## src/verilog/klFe_consts.svh

```systemverilog
// Shared timing and character constants for the front end, included by RTL and testbench
`ifndef KLFE_CONSTS_SVH
`define KLFE_CONSTS_SVH

////////////////////////////////////////
// Diagnostic bus strobe timing in clocks
////////////////////////////////////////

// Write strobe width
`define KLFE_WRITE_STROBE 3
// Write data drive width, one past the strobe
`define KLFE_WRITE_DRIVE 4
// Plain function strobe width
`define KLFE_FUNC_STROBE 17
// Read strobe width
`define KLFE_READ_STROBE 3
// Read data sampled this many clocks after the strobe rises
`define KLFE_READ_SAMPLE 2

////////////////////////////////////////
// Load file characters
////////////////////////////////////////

// Low six bits carry the data of an ASCIIized character
`define KLFE_FIELD_MASK 6'o77
`define KLFE_CHAR_COMMA 7'h2C
`define KLFE_CHAR_NEWLINE 7'h0A
// Zero count of 0 means a full 64K
`define KLFE_ZERO_MAX 17'd65536

`endif

```

## src/verilog/klFePkg.sv

```systemverilog
// Shared word, address and code types, imported by the front end modules and testbench
package klFePkg;

  ////////////////////////////////////////
  // Data words and addresses
  ////////////////////////////////////////

  // PDP-10 data word
  typedef logic [35:0] tW36;
  // PDP-11 word, one load file field
  typedef logic [15:0] tW16;
  // PDP-10 physical address
  typedef logic [17:0] tMemAddr;

  ////////////////////////////////////////
  // Diagnostic bus
  ////////////////////////////////////////

  // Named diagnostic function codes, octal as in the KL10 docs
  typedef enum logic [6:0] {
    dfStopClock   = 7'o000,
    dfStartClock  = 7'o001,
    dfStepClock   = 7'o002,
    dfSetReset    = 7'o006,
    dfClrReset    = 7'o007,
    dfClrRun      = 7'o010,
    dfContinue    = 7'o012,
    dfParRegReset = 7'o046,
    dfLoadAr      = 7'o077
  } tDiagFunc;

  // Command kinds the bus master can run
  typedef enum logic [1:0] {
    dkWrite,
    dkFunc,
    dkRead
  } tDiagKind;

  ////////////////////////////////////////
  // Load file records
  ////////////////////////////////////////

  // Record letter of a load line
  // Z zeroes core, T loads words or gives the start address
  typedef enum logic [1:0] {
    rkZero,
    rkText,
    rkOther
  } tRecKind;

endpackage

```

## src/verilog/loadLineIf.sv

```systemverilog
// Decoded load line fields passed from the character decoder to the word assembler
interface loadLineIf;
  import klFePkg::*;

  // Record letter of the current line, stable until the next letter
  tRecKind recKind;
  // One clock per field, checksum field included
  logic fieldStrobe;
  // Field value, valid with the strobe
  tW16 fieldWord;
  // Field number in the line, 0 is the word count
  logic [7:0] fieldIndex;
  // One clock after the checksum field strobe
  logic lineEnd;

  // Character side drives everything
  modport decoder (
    output recKind, fieldStrobe, fieldWord, fieldIndex, lineEnd
  );

  // Assembler only listens
  modport assembler (
    input recKind, fieldStrobe, fieldWord, fieldIndex, lineEnd
  );

endinterface

```

## src/verilog/strobeTimer.sv

```systemverilog
// Loadable down-counter that signals the end of a diagnostic strobe window
module strobeTimer (
  input  logic       clk,
  input  logic       arstN,
  input  logic       timerLoad,
  input  logic [3:0] timerValue,
  output logic       timerDone
);

  // Count wraps below zero to expire, then parks
  localparam logic [4:0] cntExpired = 5'h1F;
  localparam logic [4:0] cntParked  = 5'h1E;

  logic [4:0] count;

  always_ff @(posedge clk or negedge arstN) begin
    if (!arstN) begin
      count <= cntParked;
    end else if (timerLoad) begin
      count <= {1'b0, timerValue};
    end else if (count != cntParked) begin
      count <= count - 5'd1;
    end
  end

  // Single clock pulse, expiry code is passed once
  assign timerDone = count == cntExpired;

endmodule

```

## src/verilog/diagSequencer.sv

```systemverilog
// Diagnostic bus master that runs one write, function or read command with fixed strobe timing
`include "klFe_consts.svh"

module diagSequencer (
  input  logic              clk,
  input  logic              arstN,
  input  logic              cmdValid,
  input  klFePkg::tDiagKind cmdKind,
  input  klFePkg::tDiagFunc cmdFunc,
  input  klFePkg::tW36      cmdData,
  input  klFePkg::tW36      ebusDataIn,
  input  logic              timerDone,
  output logic              timerLoad,
  output logic [3:0]        timerValue,
  output klFePkg::tDiagFunc ds,
  output logic              diagStrobe,
  output klFePkg::tW36      ebusDataOut,
  output logic              driving,
  output logic              busy,
  output logic              readValid,
  output klFePkg::tW36      readData
);
  import klFePkg::*;

  typedef enum logic [1:0] {
    stIdle,
    stStrobe,
    stTail,
    stDone
  } tSeqState;

  tSeqState state;
  tDiagKind kindQ;
  tDiagFunc funcQ;
  tW36      dataQ;
  logic     launch;
  logic     accept;

  always_comb begin
    // Only one command in flight so extra requests are dropped
    accept = cmdValid && state == stIdle && !launch;
    timerLoad = launch;
    // Timer expires one clock before the window closes
    case (kindQ)
      dkWrite: timerValue = 4'(`KLFE_WRITE_STROBE - 2);
      dkRead:  timerValue = 4'(`KLFE_READ_SAMPLE - 2);
      default: timerValue = 4'(`KLFE_FUNC_STROBE - 2);
    endcase
  end

  ////////////////////////////////////////
  // Command FSM
  ////////////////////////////////////////

  always_ff @(posedge clk or negedge arstN) begin
    if (!arstN) begin
      state <= stIdle;
      launch <= 1'b0;
      diagStrobe <= 1'b0;
      driving <= 1'b0;
      busy <= 1'b0;
      readValid <= 1'b0;
    end else begin
      launch <= accept;
      readValid <= 1'b0;
      case (state)
        stIdle: begin
          if (launch) begin
            state <= stStrobe;
            diagStrobe <= 1'b1;
            driving <= kindQ == dkWrite;
            busy <= 1'b1;
          end
        end
        stStrobe: begin
          if (timerDone) begin
            case (kindQ)
              // Data stays on the bus one clock past the strobe
              dkWrite: begin
                state <= stTail;
                diagStrobe <= 1'b0;
              end
              // Sample point reached and the strobe holds one more clock
              dkRead: begin
                state <= stDone;
                readValid <= 1'b1;
              end
              default: begin
                state <= stIdle;
                diagStrobe <= 1'b0;
                busy <= 1'b0;
              end
            endcase
          end
        end
        stTail: begin
          state <= stIdle;
          driving <= 1'b0;
          busy <= 1'b0;
        end
        default: begin
          state <= stIdle;
          diagStrobe <= 1'b0;
          busy <= 1'b0;
        end
      endcase
    end
  end

  ////////////////////////////////////////
  // Command and bus data
  ////////////////////////////////////////

  always_ff @(posedge clk) begin
    if (accept) begin
      kindQ <= cmdKind;
      funcQ <= cmdFunc;
      dataQ <= cmdData;
    end
    if (launch) begin
      ds <= funcQ;
      if (kindQ == dkWrite) begin
        ebusDataOut <= dataQ;
      end
    end
    if (state == stStrobe && timerDone && kindQ == dkRead) begin
      readData <= ebusDataIn;
    end
  end

  // Bus is only driven for an accepted diagnostic write
  assert property (@(posedge clk) disable iff (!arstN)
    $rose(driving) |-> $past(accept, 2) && $past(cmdKind, 2) == dkWrite);

  // Strobe must be down whenever the FSM rests
  assert property (@(posedge clk) disable iff (!arstN)
    state == stIdle |-> !diagStrobe);

endmodule

```

## src/verilog/asciiFieldDecoder.sv

```systemverilog
// Turns a stream of load file characters into 16-bit fields and checks each line checksum
`include "klFe_consts.svh"

module asciiFieldDecoder (
  input  logic       clk,
  input  logic       arstN,
  input  logic       charValid,
  input  logic [6:0] charIn,
  loadLineIf.decoder line,
  output logic       lineGood
);
  import klFePkg::*;

  // Where in the line the next character lands
  typedef enum logic [1:0] {
    psLetter,
    psSpace,
    psField
  } tPos;

  // Record letters
  localparam logic [6:0] charZ = 7'h5A;
  localparam logic [6:0] charT = 7'h54;

  tPos        pos;
  tW16        acc;
  tW16        sum;
  tW16        lineSum;
  logic [7:0] fieldCount;
  logic       endPend;
  logic       isNewline;
  logic       isTerm;

  always_comb begin
    isNewline = charIn == `KLFE_CHAR_NEWLINE;
    isTerm = isNewline || (charIn == `KLFE_CHAR_COMMA);
    // Running sum with the field now closing, checksum included
    lineSum = sum + acc;
  end

  ////////////////////////////////////////
  // Line position, field count, checksum
  ////////////////////////////////////////

  always_ff @(posedge clk or negedge arstN) begin
    if (!arstN) begin
      pos <= psLetter;
      line.recKind <= rkOther;
      acc <= '0;
      sum <= '0;
      fieldCount <= '0;
      line.fieldStrobe <= 1'b0;
      line.fieldIndex <= '0;
      line.lineEnd <= 1'b0;
      endPend <= 1'b0;
      lineGood <= 1'b0;
    end else begin
      line.fieldStrobe <= 1'b0;
      // Line end trails the checksum strobe by one clock
      line.lineEnd <= endPend;
      endPend <= 1'b0;
      if (charValid) begin
        case (pos)
          psLetter: begin
            pos <= psSpace;
            if (charIn == charZ) begin
              line.recKind <= rkZero;
            end else if (charIn == charT) begin
              line.recKind <= rkText;
            end else begin
              line.recKind <= rkOther;
            end
          end
          // Separator after the letter carries nothing
          psSpace: pos <= psField;
          default: begin
            if (isTerm) begin
              acc <= '0;
              sum <= lineSum;
              line.fieldStrobe <= 1'b1;
              line.fieldIndex <= fieldCount;
              fieldCount <= fieldCount + 8'd1;
              if (isNewline) begin
                // Negated checksum brings the total back to zero
                lineGood <= lineSum == '0;
                sum <= '0;
                fieldCount <= '0;
                endPend <= 1'b1;
                pos <= psLetter;
              end
            end else begin
              // Most significant group comes first
              acc <= {acc[9:0], charIn[5:0] & `KLFE_FIELD_MASK};
            end
          end
        endcase
      end
    end
  end

  // Field value handed over with its strobe
  always_ff @(posedge clk) begin
    if (charValid && pos == psField && isTerm) begin
      line.fieldWord <= acc;
    end
  end

  // Assembler sees the checksum field before it sees the line end
  assert property (@(posedge clk) disable iff (!arstN)
    !(line.fieldStrobe && line.lineEnd));

endmodule

```

## src/verilog/loadWordAssembler.sv

```systemverilog
// Builds PDP-10 memory words, zero ranges and the start address from decoded load line fields
`include "klFe_consts.svh"

module loadWordAssembler (
  input  logic             clk,
  input  logic             arstN,
  loadLineIf.assembler     line,
  output logic             memValid,
  output klFePkg::tMemAddr memAddr,
  output klFePkg::tW36     memWord,
  output logic             zeroValid,
  output klFePkg::tMemAddr zeroAddr,
  output logic [16:0]      zeroCount,
  output logic             startValid,
  output klFePkg::tMemAddr startAddr
);
  import klFePkg::*;

  logic [1:0]  hiAddr;
  logic [13:0] wordsLeft;
  tMemAddr     addr;
  tMemAddr     fieldAddr;
  logic [1:0]  phase;
  tW16         w0;
  tW16         w1;
  logic        isAddr;
  logic        isZero;
  logic        isData;

  always_comb begin
    // High address bits ride in the top of the word count field
    fieldAddr = {hiAddr, line.fieldWord};
    isAddr = line.fieldStrobe && line.fieldIndex == 8'd1;
    isZero = line.fieldStrobe && line.recKind == rkZero && line.fieldIndex == 8'd2;
    // Data fields stop once the counted words are in, so the checksum is skipped
    isData = line.fieldStrobe && line.recKind == rkText && line.fieldIndex >= 8'd2 &&
             wordsLeft != '0;
  end

  ////////////////////////////////////////
  // Address, word count, triple phase
  ////////////////////////////////////////

  always_ff @(posedge clk or negedge arstN) begin
    if (!arstN) begin
      hiAddr <= '0;
      wordsLeft <= '0;
      addr <= '0;
      phase <= '0;
      memValid <= 1'b0;
      zeroValid <= 1'b0;
      startValid <= 1'b0;
    end else begin
      memValid <= 1'b0;
      zeroValid <= 1'b0;
      startValid <= 1'b0;
      if (line.lineEnd) begin
        phase <= '0;
      end
      if (line.fieldStrobe && line.fieldIndex == 8'd0) begin
        hiAddr <= line.fieldWord[15:14];
        // Scrubbed count of PDP-10 words
        wordsLeft <= line.fieldWord[13:0];
        phase <= '0;
      end
      if (isAddr) begin
        addr <= fieldAddr;
        // T line without words is the transfer line
        if (line.recKind == rkText && wordsLeft == '0) begin
          startValid <= 1'b1;
        end
      end
      if (isZero) begin
        zeroValid <= 1'b1;
      end
      if (isData) begin
        if (phase == 2'd2) begin
          phase <= '0;
          memValid <= 1'b1;
          addr <= addr + 18'd1;
          wordsLeft <= wordsLeft - 14'd1;
        end else begin
          phase <= phase + 2'd1;
        end
      end
    end
  end

  ////////////////////////////////////////
  // Output payloads
  ////////////////////////////////////////

  always_ff @(posedge clk) begin
    if (isData) begin
      case (phase)
        2'd0: w0 <= line.fieldWord;
        2'd1: w1 <= line.fieldWord;
        default: begin
          // Bits 0-3 from the third field, then 4-19, then 20-35
          memWord <= {line.fieldWord[3:0], w1, w0};
          memAddr <= addr;
        end
      endcase
    end
    if (isAddr) begin
      startAddr <= fieldAddr;
    end
    if (isZero) begin
      zeroAddr <= addr;
      zeroCount <= (line.fieldWord == '0) ? `KLFE_ZERO_MAX : {1'b0, line.fieldWord};
    end
  end

endmodule

```

## src/verilog/klFrontEnd.sv

```systemverilog
// Front end top level joining the diagnostic bus master and the load line decoder
module klFrontEnd (
  input  logic              clk,
  input  logic              arstN,
  input  logic              charValid,
  input  logic [6:0]        charIn,
  input  logic              cmdValid,
  input  klFePkg::tDiagKind cmdKind,
  input  klFePkg::tDiagFunc cmdFunc,
  input  klFePkg::tW36      cmdData,
  input  klFePkg::tW36      ebusDataIn,
  output klFePkg::tDiagFunc ds,
  output logic              diagStrobe,
  output klFePkg::tW36      ebusDataOut,
  output logic              driving,
  output logic              busy,
  output logic              readValid,
  output klFePkg::tW36      readData,
  output logic              memValid,
  output klFePkg::tMemAddr  memAddr,
  output klFePkg::tW36      memWord,
  output logic              zeroValid,
  output klFePkg::tMemAddr  zeroAddr,
  output logic [16:0]       zeroCount,
  output logic              startValid,
  output klFePkg::tMemAddr  startAddr,
  output logic              lineDone,
  output logic              lineGood
);

  logic       timerLoad;
  logic       timerDone;
  logic [3:0] timerValue;

  ////////////////////////////////////////
  // Diagnostic bus master
  ////////////////////////////////////////

  diagSequencer uSeq (
    .clk, .arstN, .cmdValid, .cmdKind, .cmdFunc, .cmdData, .ebusDataIn, .timerDone,
    .timerLoad, .timerValue, .ds, .diagStrobe, .ebusDataOut, .driving, .busy,
    .readValid, .readData
  );

  strobeTimer uTimer (.clk, .arstN, .timerLoad, .timerValue, .timerDone);

  ////////////////////////////////////////
  // Load line path
  ////////////////////////////////////////

  loadLineIf line ();

  asciiFieldDecoder uDecoder (.clk, .arstN, .charValid, .charIn, .line(line.decoder), .lineGood);

  loadWordAssembler uAssembler (
    .clk, .arstN, .line(line.assembler), .memValid, .memAddr, .memWord, .zeroValid,
    .zeroAddr, .zeroCount, .startValid, .startAddr
  );

  // Line status follows the decoder's end pulse
  assign lineDone = line.lineEnd;

endmodule

```

## config.mk

```make
export PLATFORM = sky130hd
export DESIGN_NAME = klFrontEnd
export DESIGN_NICKNAME = d
export VERILOG_FILES = /design/src/verilog/klFePkg.sv /design/src/verilog/loadLineIf.sv /design/src/verilog/strobeTimer.sv /design/src/verilog/diagSequencer.sv /design/src/verilog/asciiFieldDecoder.sv /design/src/verilog/loadWordAssembler.sv /design/src/verilog/klFrontEnd.sv
export VERILOG_INCLUDE_DIRS = /design/src /design/src/verilog
export SDC_FILE = /design/constraint.sdc
export NUM_CORES = 1
export LEC_CHECK = 0
export ABC_AREA = 1
export BUFFER_PORTS_ARGS = -buffer_cell sky130_fd_sc_hd__buf_2
export CORE_UTILIZATION = 45
export CTS_BUF_LIST = sky130_fd_sc_hd__clkbuf_4 sky130_fd_sc_hd__clkbuf_8 sky130_fd_sc_hd__clkbuf_16
export CTS_CLUSTER_SIZE = 16
export DETAILED_ROUTE_END_ITERATION = 7
export PLACE_DENSITY = 0.67
export SETUP_SLACK_MARGIN = 0.02
export SYNTH_ARGS = -nofsm -noshare
export SYNTH_HDL_FRONTEND = slang
export SYNTH_SLANG_ARGS = --single-unit
```

## constraint.sdc

```tcl
create_clock -name clk -period 5.2 [get_ports clk]
set_input_delay 0.26 -clock clk [delete_from_list [all_inputs] [get_ports clk]]
set_output_delay 0.26 -clock clk [all_outputs]
set_load 0.005 [all_outputs]
```

==> metrics.md, run 1 <==
| Metric | Value |
|---|---|
| Cell Int Power | 5.66 mW |
| Flop pwr share | 49.9% |
| Die Width | 184 microns |
| Sequential fraction of the synthesis area | 74.3% |
| Initial antenna violation count | 1 |
| Die area | 33800 sq um |
| Starting density of the core | 45.7% |
| Cells on worst reg2reg path | 4 |
| Pins Over Slew Limit | 0 |
| Sw Ratio | 24.7% |
| RR Startpoint | uDecoder.pos[1]$_DFFE_PN0P_ |
| Drt pass-1 iters | 7 |
| Die Ht | 184 microns |
| Maxcap violations | 0 |
| Site row count | 66 |
| Global-route wire length before repair | 54.2 mm |
| CP endpoint kind | register |
| TritonCTS clock tree | done |
| WL per Instance | 17.8 microns |
| Status | finished, final reports clean |
| Critical path launch point | uDecoder.pos[1]$_DFFE_PN0P_ |
| Vias per inst | 4.94 |
| Worst skew pair latency | 0.52 ns |
| FMAX | 303 MHz |
| Worst vdd ir | 0.204 mV |
| Root Buffer | clkbuf_16 |
| Gr usage total | 21.1% |
| GR Overflow Total | 0 |
| DRC viols | 0 |
| Rel. slew slack | 14.9% |
| Filler instances | 2630 |
| # IOs | 287 |
| Fraction of layout cells with a size suffix above 1 | 26.0% |
| Nets@finish | 1637 |
| Clock skew | 0.0148 ns |
| Synthesized net count | 1259 |
| R2R Path End | uDecoder.line.fieldWord[7]$_DFFE_PP_ |
| Synth cell types | 50 |
| Antenna viol nets, final | 0 |
| Final TNS setup | 0 ns |
| Drt first-iter violations | 783 |
| Yosys warns | 0 |
| Mean cell area of the mapped netlist | 13.0 sq um |
| FF+latch count, synth | 386 |
| FFs w/ async S/R, synth | 27.7% |
| Depth of the worst hold-timing path | 3 |
| Yosys top cell area share | 56.3% |
| H-tree depth | 2 |
| # resized after CTS | 0 |
| Vias in the first global route | 9815 |
| CP Max Fanout | 43 |
| Num CTS Buffers | 40 |
| Clock-pin slew on the worst setup and hold paths | 0.06 ns |
| Clk sinks | 386 |
| Worst Hold Class | input pin to register |
| Final worst path period need | 3.30 ns |
| Most frequent cell after synthesis | edfxtp_1 |
| Hold Path Sink | uDecoder.pos[1]$_DFFE_PN0P_ |
| Part of the cycle the worst path needs | 63.4% |
| Critical path data required time | 5.32 ns |
| Area leader, netlist | edfxtp_1 |
| Combinational fraction of design power | 12.2% |
| Power Dens Cells | 398 nW/um^2 |
| Core Area | 32500 sq um |
| Fin. Hold Viols | 0 |
| Post-synth top flop | edfxtp_1 |
| Final Wtd Congestion | 0.876 |
| CP arrival | 3.42 ns |
| Worst slew pin tran | 1.27 ns |
| Startpoint Class | register |
| Total wire length | 35.5 mm |
| CTS Buffer Depth | 3 |
| Seq. cell area | 11100 sq um |
| Multi-input gate area | 3190 sq um |
| Top post-synthesis cells by area | edfxtp_1 (56%), dfrtp_1 (17%), nand2_1 (6.4%) |
| Via count | 9848 |
| Pleak | 8.10 nW |
| Setup slack after layout | 1.90 ns |
| Final setup fails | 0 |
| Post-detail-place hpwl | 23.8 mm |
| Clk pwr share | 38.0% |
| Setup WS pre-CTS | 1.96 ns |
| EDFF count, synth | 279 |
| Mapped cell area | 14900 sq um |
| Post-synth top cells | edfxtp_1 (279), nand2_1 (254), inv_1 (122) |
| Layout area overhead | 27.0% |
| RSZ-0062 raised after global routing | no |
| Mapped Cells | 1145 |
| Hold Startpoint | charValid |
| NetSw | 1.86 mW |
| Port buffer count | 286 |
| Crit Path Category | register to register |
| Largest net degree at the start of global routing | 61 |
| Flop2flop setup slack | 1.90 ns |
## stage by stage
step                hold WS (ns)  power [mW]  utilization, %  std cells  cell area (sq um)
finish                    0.0331        7.52            58.1       1994              18900
global route              0.0379        7.85            58.1       1994              18900
CTS                       0.0213        7.57            58.1       1993              18900
detailed placement         0.331        4.67            51.5       1841              16800
global placement           0.328        4.64            51.5       1841              16800
floorplan                -0.0356        4.36               -       1145              14900
## kinds of logic after synthesis
family	Yosys count	synth area share, %
flops	386	74.3
xor+xnor	33	1.94
fa+ha+maj	22	1.90
buf+inv	163	4.51
compound gates	138	5.30
simple gates	400	11.8
mux	3	0.210
## cell usage in the layout, fill, tap and decap left out, drive strengths merged, types with 11 or more instances in the layout
master | Yosys | layout
o21ai | 90 | 90
dfrtp | 102 | 102
nand2 | 256 | 256
dlygate4sd3 | 0 | 82
nor2 | 60 | 60
nand3 | 37 | 37
nand4 | 13 | 13
inv | 124 | 126
o31ai | 11 | 11
a21oi | 22 | 22
xor2 | 23 | 23
buf | 13 | 292
edfxtp | 279 | 279
clkbuf | 25 | 56
nor3 | 20 | 20
ha | 21 | 21
## final cells by class
cell class | count | area share [%]
Clock inverter | 14 | 1.07
Tap cell | 442 | 2.93
Sequential cell | 386 | 58.5
Clock buffer | 56 | 5.96
Timing Repair Buffer | 374 | 12.2
Inverter | 125 | 2.50
Antenna cell | 1 | 0.0132
Multi-Input combinational cell | 596 | 16.9
## how the worst max path moves through the flow
stage | end | slack [ns] | cells after the start
floorplan | uSeq.ebusDataOut[0]$_DFFE_PP_ | 1.37 | 3
global placement | uDecoder.line.fieldWord[5]$_DFFE_PP_ | 2.08 | 6
detailed placement | uDecoder.line.fieldWord[8]$_DFFE_PP_ | 1.96 | 6
CTS | uDecoder.line.fieldWord[7]$_DFFE_PP_ | 1.95 | 4
global route | uDecoder.line.fieldWord[5]$_DFFE_PP_ | 1.63 | 4
finish | uDecoder.line.fieldWord[7]$_DFFE_PP_ | 1.90 | 4
## state kept, by name, summed over array words and instances (netlist names), 7 cells and up
name and flops:
uAssembler.memWord 36, uDecoder.sum 16, uSeq.funcQ 7, uAssembler.w0 16, uSeq.ds 7, uAssembler.wordsLeft 14
uAssembler.startAddr 18, uAssembler.zeroAddr 18, uDecoder.line.fieldWord 16, uAssembler.w1 16, uSeq.ebusDataOut 36, uAssembler.zeroCount 17
uAssembler.addr 18, uSeq.dataQ 36, uSeq.readData 36, uDecoder.line.fieldIndex 8, uDecoder.fieldCount 8, uDecoder.acc 16
uAssembler.memAddr 18
## critical path: stages, from the launching register on
cell and delay [ns]:
dfrtp_1 0.39, nand2_1 0.39, inv_1 0.45, nand2_2 0.52
nor2_1 1.15
## routing by layer
layer  wire length, microns  vias to the layer above  global-route usage, %
met1                  14500                     4797                   25.7
met4                   1140                        0                   7.70
met3                   1830                       70                   3.43
li1                       -                     4668                      -
met2                  18100                      313                   37.7
met5                      0                        -                      0
## timing repair
item / in CTS / in global routing
hold endpoints to repair: 124 / 0
hold buffers: 82 / 0
buffers inserted: 0 / 0
## power groups by stage
| stage | clock [mW] | sequential, mW | combinational (mW) |
|---|---|---|---|
| 5_1_grt | 3.04 | 3.78 | 1.04 |
| 6_report | 2.86 | 3.75 | 0.916 |
| 3_3_place_gp | 0 | 3.80 | 0.839 |
| 4_1_cts | 2.90 | 3.75 | 0.919 |
| 3_5_place_dp | 0 | 3.81 | 0.863 |
| 2_1_floorplan | 0 | 3.75 | 0.612 |
No activity file was read; power rests on OpenSTA's default activity.
==> run 2: changes to the inputs <==
--- a/config.mk
+++ b/config.mk
@@ -6,13 +6,13 @@
 export SDC_FILE = /design/constraint.sdc
 export NUM_CORES = 1
 export LEC_CHECK = 0
-export ABC_AREA = 1
+export ABC_AREA = 0
 export BUFFER_PORTS_ARGS = -buffer_cell sky130_fd_sc_hd__buf_2
 export CORE_UTILIZATION = 45
 export CTS_BUF_LIST = sky130_fd_sc_hd__clkbuf_4 sky130_fd_sc_hd__clkbuf_8 sky130_fd_sc_hd__clkbuf_16
 export CTS_CLUSTER_SIZE = 16
 export DETAILED_ROUTE_END_ITERATION = 7
-export PLACE_DENSITY = 0.67
+export PLACE_DENSITY = 0.7
 export SETUP_SLACK_MARGIN = 0.02
 export SYNTH_ARGS = -nofsm -noshare
 export SYNTH_HDL_FRONTEND = slang
==> constraint.sdc (replaced) <==
create_clock -name clk -period 2.65 [get_ports clk]
set_input_delay 0.1325 -clock clk [delete_from_list [all_inputs] [get_ports clk]]
set_output_delay 0.1325 -clock clk [all_outputs]
set_load 0.005 [all_outputs]
==> metrics.md, run 2 <==
| Metric | Value |
|---|---|
| Status | finished, final reports clean |
| Family with the most delay on the worst path | compound AO/OA/AOI/OAI gates |
| Final Wtd Congestion | 0.858 (-2.0%) |
| Startpoint Class | register |
| Sequential fraction of the synthesis area | 77.2% (+2.9 points) |
| WL per Instance | 19.2 microns (+7.5%) |
| Synth Area in Simple Gates | 9.27% (-2.5 points) |
| Initial antenna violation count | 1 (unchanged) |
| Root Buffer | clkbuf_16 |
| Core Area | 30900 sq um (-5.0%) |
| Rel. slew slack | 56.6% (+42 points) |
| DRC viols | 0 (unchanged) |
| Vias per inst | 5.25 (+6.4%) |
| RSZ-0062 raised after global routing | yes |
| Drt first-iter violations | 830 (+6.0%) |
| Crit Path Category | register to register |
| Most common cell after layout, fill and taps aside | buf_2 |
| Clk pwr share | 38.7% (+0.7 points) |
| Post-route cell area | 18600 sq um (-1.6%) |
| Antenna viol nets, final | 0 (unchanged) |
| Die area | 32500 sq um (-3.7%) |
| Adder-cell share of the synthesized area | 1.97% (+0.075 points) |
| Layout area overhead | 29.8% |
| Mux share of post-synthesis cell area | 0.384% (+0.17 points) |
| Most frequent cell after synthesis | edfxtp_1 |
| Clk sinks | 386 (unchanged) |
| Critical path launch point | uDecoder.sum[0]$_DFFE_PN0P_ |
| Mapped cell area | 14300 sq um (-3.8%) |
| Starting density of the core | 46.3% (+0.59 points) |
| Port buffer count | 286 (unchanged) |
| Buf/Inv on CP | 0 (-1) |
| Area post-placement | 16400 sq um (-2.3%) |
| Worst slew pin tran | 0.649 ns (-0.622 ns) |
| Worst vdd ir | 0.598 mV (+190%) |
| # IOs | 287 (unchanged) |
| NetSw | 3.35 mW (+80%) |
| Pins Over Slew Limit | 0 (unchanged) |
| Global-route wire length before repair | 52.2 mm (-3.7%) |
| Nets@finish | 1452 (-11%) |
| Cell Int Power | 10.9 mW (+92%) |
| Crit-path max cell delay | 0.44 ns (-0.71 ns) |
| Part of the cycle the worst path needs | 95.6% (+32 points) |
| Setup bufs post-CTS | 0 (unchanged) |
| Most frequent cells in the layout | buf_2 (285), edfxtp_1 (279), dfrtp_1 (102), nand2_1 (94), dlygate4sd3_1 (90) |
| EDFF count, synth | 279 (unchanged) |
| Fraction of layout cells with a size suffix above 1 | 30.3% (+4.4 points) |
| CTS Buffer Depth | 3 (unchanged) |
| Clock skew | 0.0146 ns (-0.000189 ns) |
| Final TNS setup | 0 ns (unchanged) |
| FF+latch count, synth | 386 (unchanged) |
| Post-detail-place hpwl | 21.8 mm (-8.5%) |
| Post-Synth XOR/XNOR Area | 1.16% (-0.78 points) |
| Die Ht | 180 microns (-1.9%) |
| Yosys top cell area share | 58.5% (+2.2 points) |
| Worst Hold Class | input pin to register |
| CP Max Fanout | 4 (-91%) |
| Worst skew pair latency | 0.52 ns (about the same) |
| Main combinational cell family by area after synthesis | simple AND/OR/NAND/NOR gates |
| Pleak | 7.63 nW (-5.9%) |
| Multi-input gate area | 3080 sq um (-3.3%) |
| Yosys warns | 0 (unchanged) |
| H-tree depth | 2 (unchanged) |
| TritonCTS clock tree | done |
| Maxcap violations | 0 (unchanged) |
| Flop pwr share | 51.0% (+1.1 points) |
| WHS | 0.0620 ns (+0.0289 ns) |
| Post-synth top flop | edfxtp_1 |
| Post-synth top cells | edfxtp_1 (279), dfrtp_1 (102), nand2_1 (94) |
| Sw Ratio | 23.5% (-1.2 points) |
| CP arrival | 2.98 ns (-0.44 ns) |
| Critical path data required time | 3.10 ns (-2.22 ns) |
| Power Dens Cells | 765 nW/um^2 (+92%) |
| Final worst path period need | 2.53 ns (-0.762 ns) |
| Site row count | 64 (-3.0%) |
| FMAX | 395 MHz (+30%) |
| Fin. Hold Viols | 0 (unchanged) |
| Critical path's slowest cell | fa_1 |
| Post-route insts no fill | 1765 (-11%) |
| Drt pass-1 iters | 5 (-2) |
| Vias in the first global route | 9351 (-4.7%) |
| Final Util | 60.2% (+2.1 points) |
| Setup slack after layout | 0.116 ns (-1.79 ns) |
| Combinational fraction of design power | 10.2% (-2.0 points) |
| Compound-Gate Fraction of Synth Area | 8.07% (+2.8 points) |
| Mapped Cells | 937 (-18%) |
| CP endpoint kind | register |
| Top post-synthesis cells by area | edfxtp_1 (59%), dfrtp_1 (18%), nand2_1 (2.5%) |
| Die Width | 180 microns (-1.9%) |
| Largest net degree at the start of global routing | 80 (+31%) |
| Gr usage total | 20.8% (-0.28 points) |
| Via count | 9271 (-5.9%) |
| FFs w/ async S/R, synth | 27.7% (unchanged) |
| Setup WS pre-CTS | -0.0267 ns (-1.99 ns) |
| Mean cell area of the mapped netlist | 15.3 sq um (+18%) |
| GR Overflow Total | 0 (unchanged) |
| Num CTS Buffers | 39 (-2.5%) |
| Crit path cell chain | ha_1 > fa_1 > a211oi_2 > o21ai_2 > a2111oi_2 > nor4bb_1 > nor4_1 > o2111ai_1 > o21ai_1 |
| Final Power | 14.2 mW (+89%) |
| Synth cell types | 75 (+50%) |
| Total placed cells including tap cells | 1603 (-13%) |
| Area leader, netlist | edfxtp_1 |
| Final setup fails | 0 (unchanged) |
| Synthesized net count | 1051 (-17%) |
| RR Startpoint | uDecoder.sum[0]$_DFFE_PN0P_ |
| Filler instances | 2317 (-12%) |
| Seq. cell area | 11100 sq um (unchanged) |
| Clock-pin slew on the worst setup and hold paths | 0.07 ns (about the same) |
| Hold Startpoint | charIn[6] |
| Total wire length | 33.8 mm (-4.8%) |
==> run 2: cell count changes in the layout (fill, tap and decap cells not counted), moves of 10 or more <==
| cell | before | now |
|---|---|---|
| nand2_1 | 254 | 94 |
| buf_4 | 7 | 19 |
| inv_1 | 122 | 21 |
| xor2_1 | 23 | 7 |
| a22o_1 | 6 | 19 |
| nor2_1 | 51 | 71 |
| o21ai_0 | 69 | 29 |
| nand3_1 | 34 | 22 |
| a311oi_1 | 0 | 11 |
| a21oi_1 | 19 | 43 |
| o21ai_1 | 16 | 4 |
| clkbuf_4 | 15 | 5 |
==> run 2: worst paths after layout <==
path / end / slack, ns / depth (start not counted)
worst max-delay path: uDecoder.lineGood$_DFFE_PN0P_ / 0.12 / 9
worst min-delay path: uDecoder.line.recKind[0]$_DFFE_PN0P_ / 0.06 / 4
worst max register to register: uDecoder.lineGood$_DFFE_PN0P_ / 0.12 / 9
worst min register to register: uDecoder.line.lineEnd$_DFF_PN0_ / 0.35 / 0
max in group asynchronous: uTimer.count[2]$_DFFE_PN1P_ / 1.71 / 3
min in group asynchronous: uDecoder.sum[13]$_DFFE_PN0P_ / 0.11 / 2
==> run 2: timing repair <==
item | 4_1_cts | 5_1_grt
resized for setup | 2 | 5
hold buffers | 90 | 0
endpoints found under the hold margin | 120 | 0
endpoints found under the setup margin | 1 | 87
==> run 2: cells by family (layout without fill, tap and decap cells) <==
kind of cell	count (synthesis)	after routing
mux	5	5
simple gates	274	274
other cells	0	1
fa+ha+maj	22	22
flops	386	386
xor+xnor	19	19
compound gates	169	169
buf+inv	62	493
==> run 2: metal layers <==
metal	part of all wire, %	up-vias	routed length (microns)	track usage [%]
met1	42	4565	14100	26.8
met2	50	313	16900	35.2
met4	3.5	0	1170	8.44
met5	0	-	0	0
met3	4.7	73	1600	3.50
li1	-	4320	-	-
==> run 2: layout make-up <==
type	count	area share, %
clock buffers	48	5.75
inverters	23	0.464
repair buffers	399	13.8
diodes	1	0.0135
clock inverters	23	1.24
well taps	396	2.66
flip-flops and latches	386	59.5
multi-input cells	489	16.6
==> run 2: power groups by stage <==
| stage | Sequential (mW) | Combinational [mW] | Clock, mW |
|---|---|---|---|
| floorplan | 7.29 | 0.888 | 0 |
| global route | 7.31 | 1.63 | 5.86 |
| finish | 7.26 | 1.46 | 5.51 |
| global placement | 7.35 | 1.28 | 0 |
| detailed placement | 7.37 | 1.32 | 0 |
| CTS | 7.25 | 1.44 | 5.63 |
==> run 2: worst register-to-register path: cells and delay by family, from the launching register on <==
family	cells	cell delay, ns
and+or+nand+nor	2	0.37
adders and majority gates	2	0.67
DFF	1	0.38
AOI/OAI and AO/OA	5	1.04
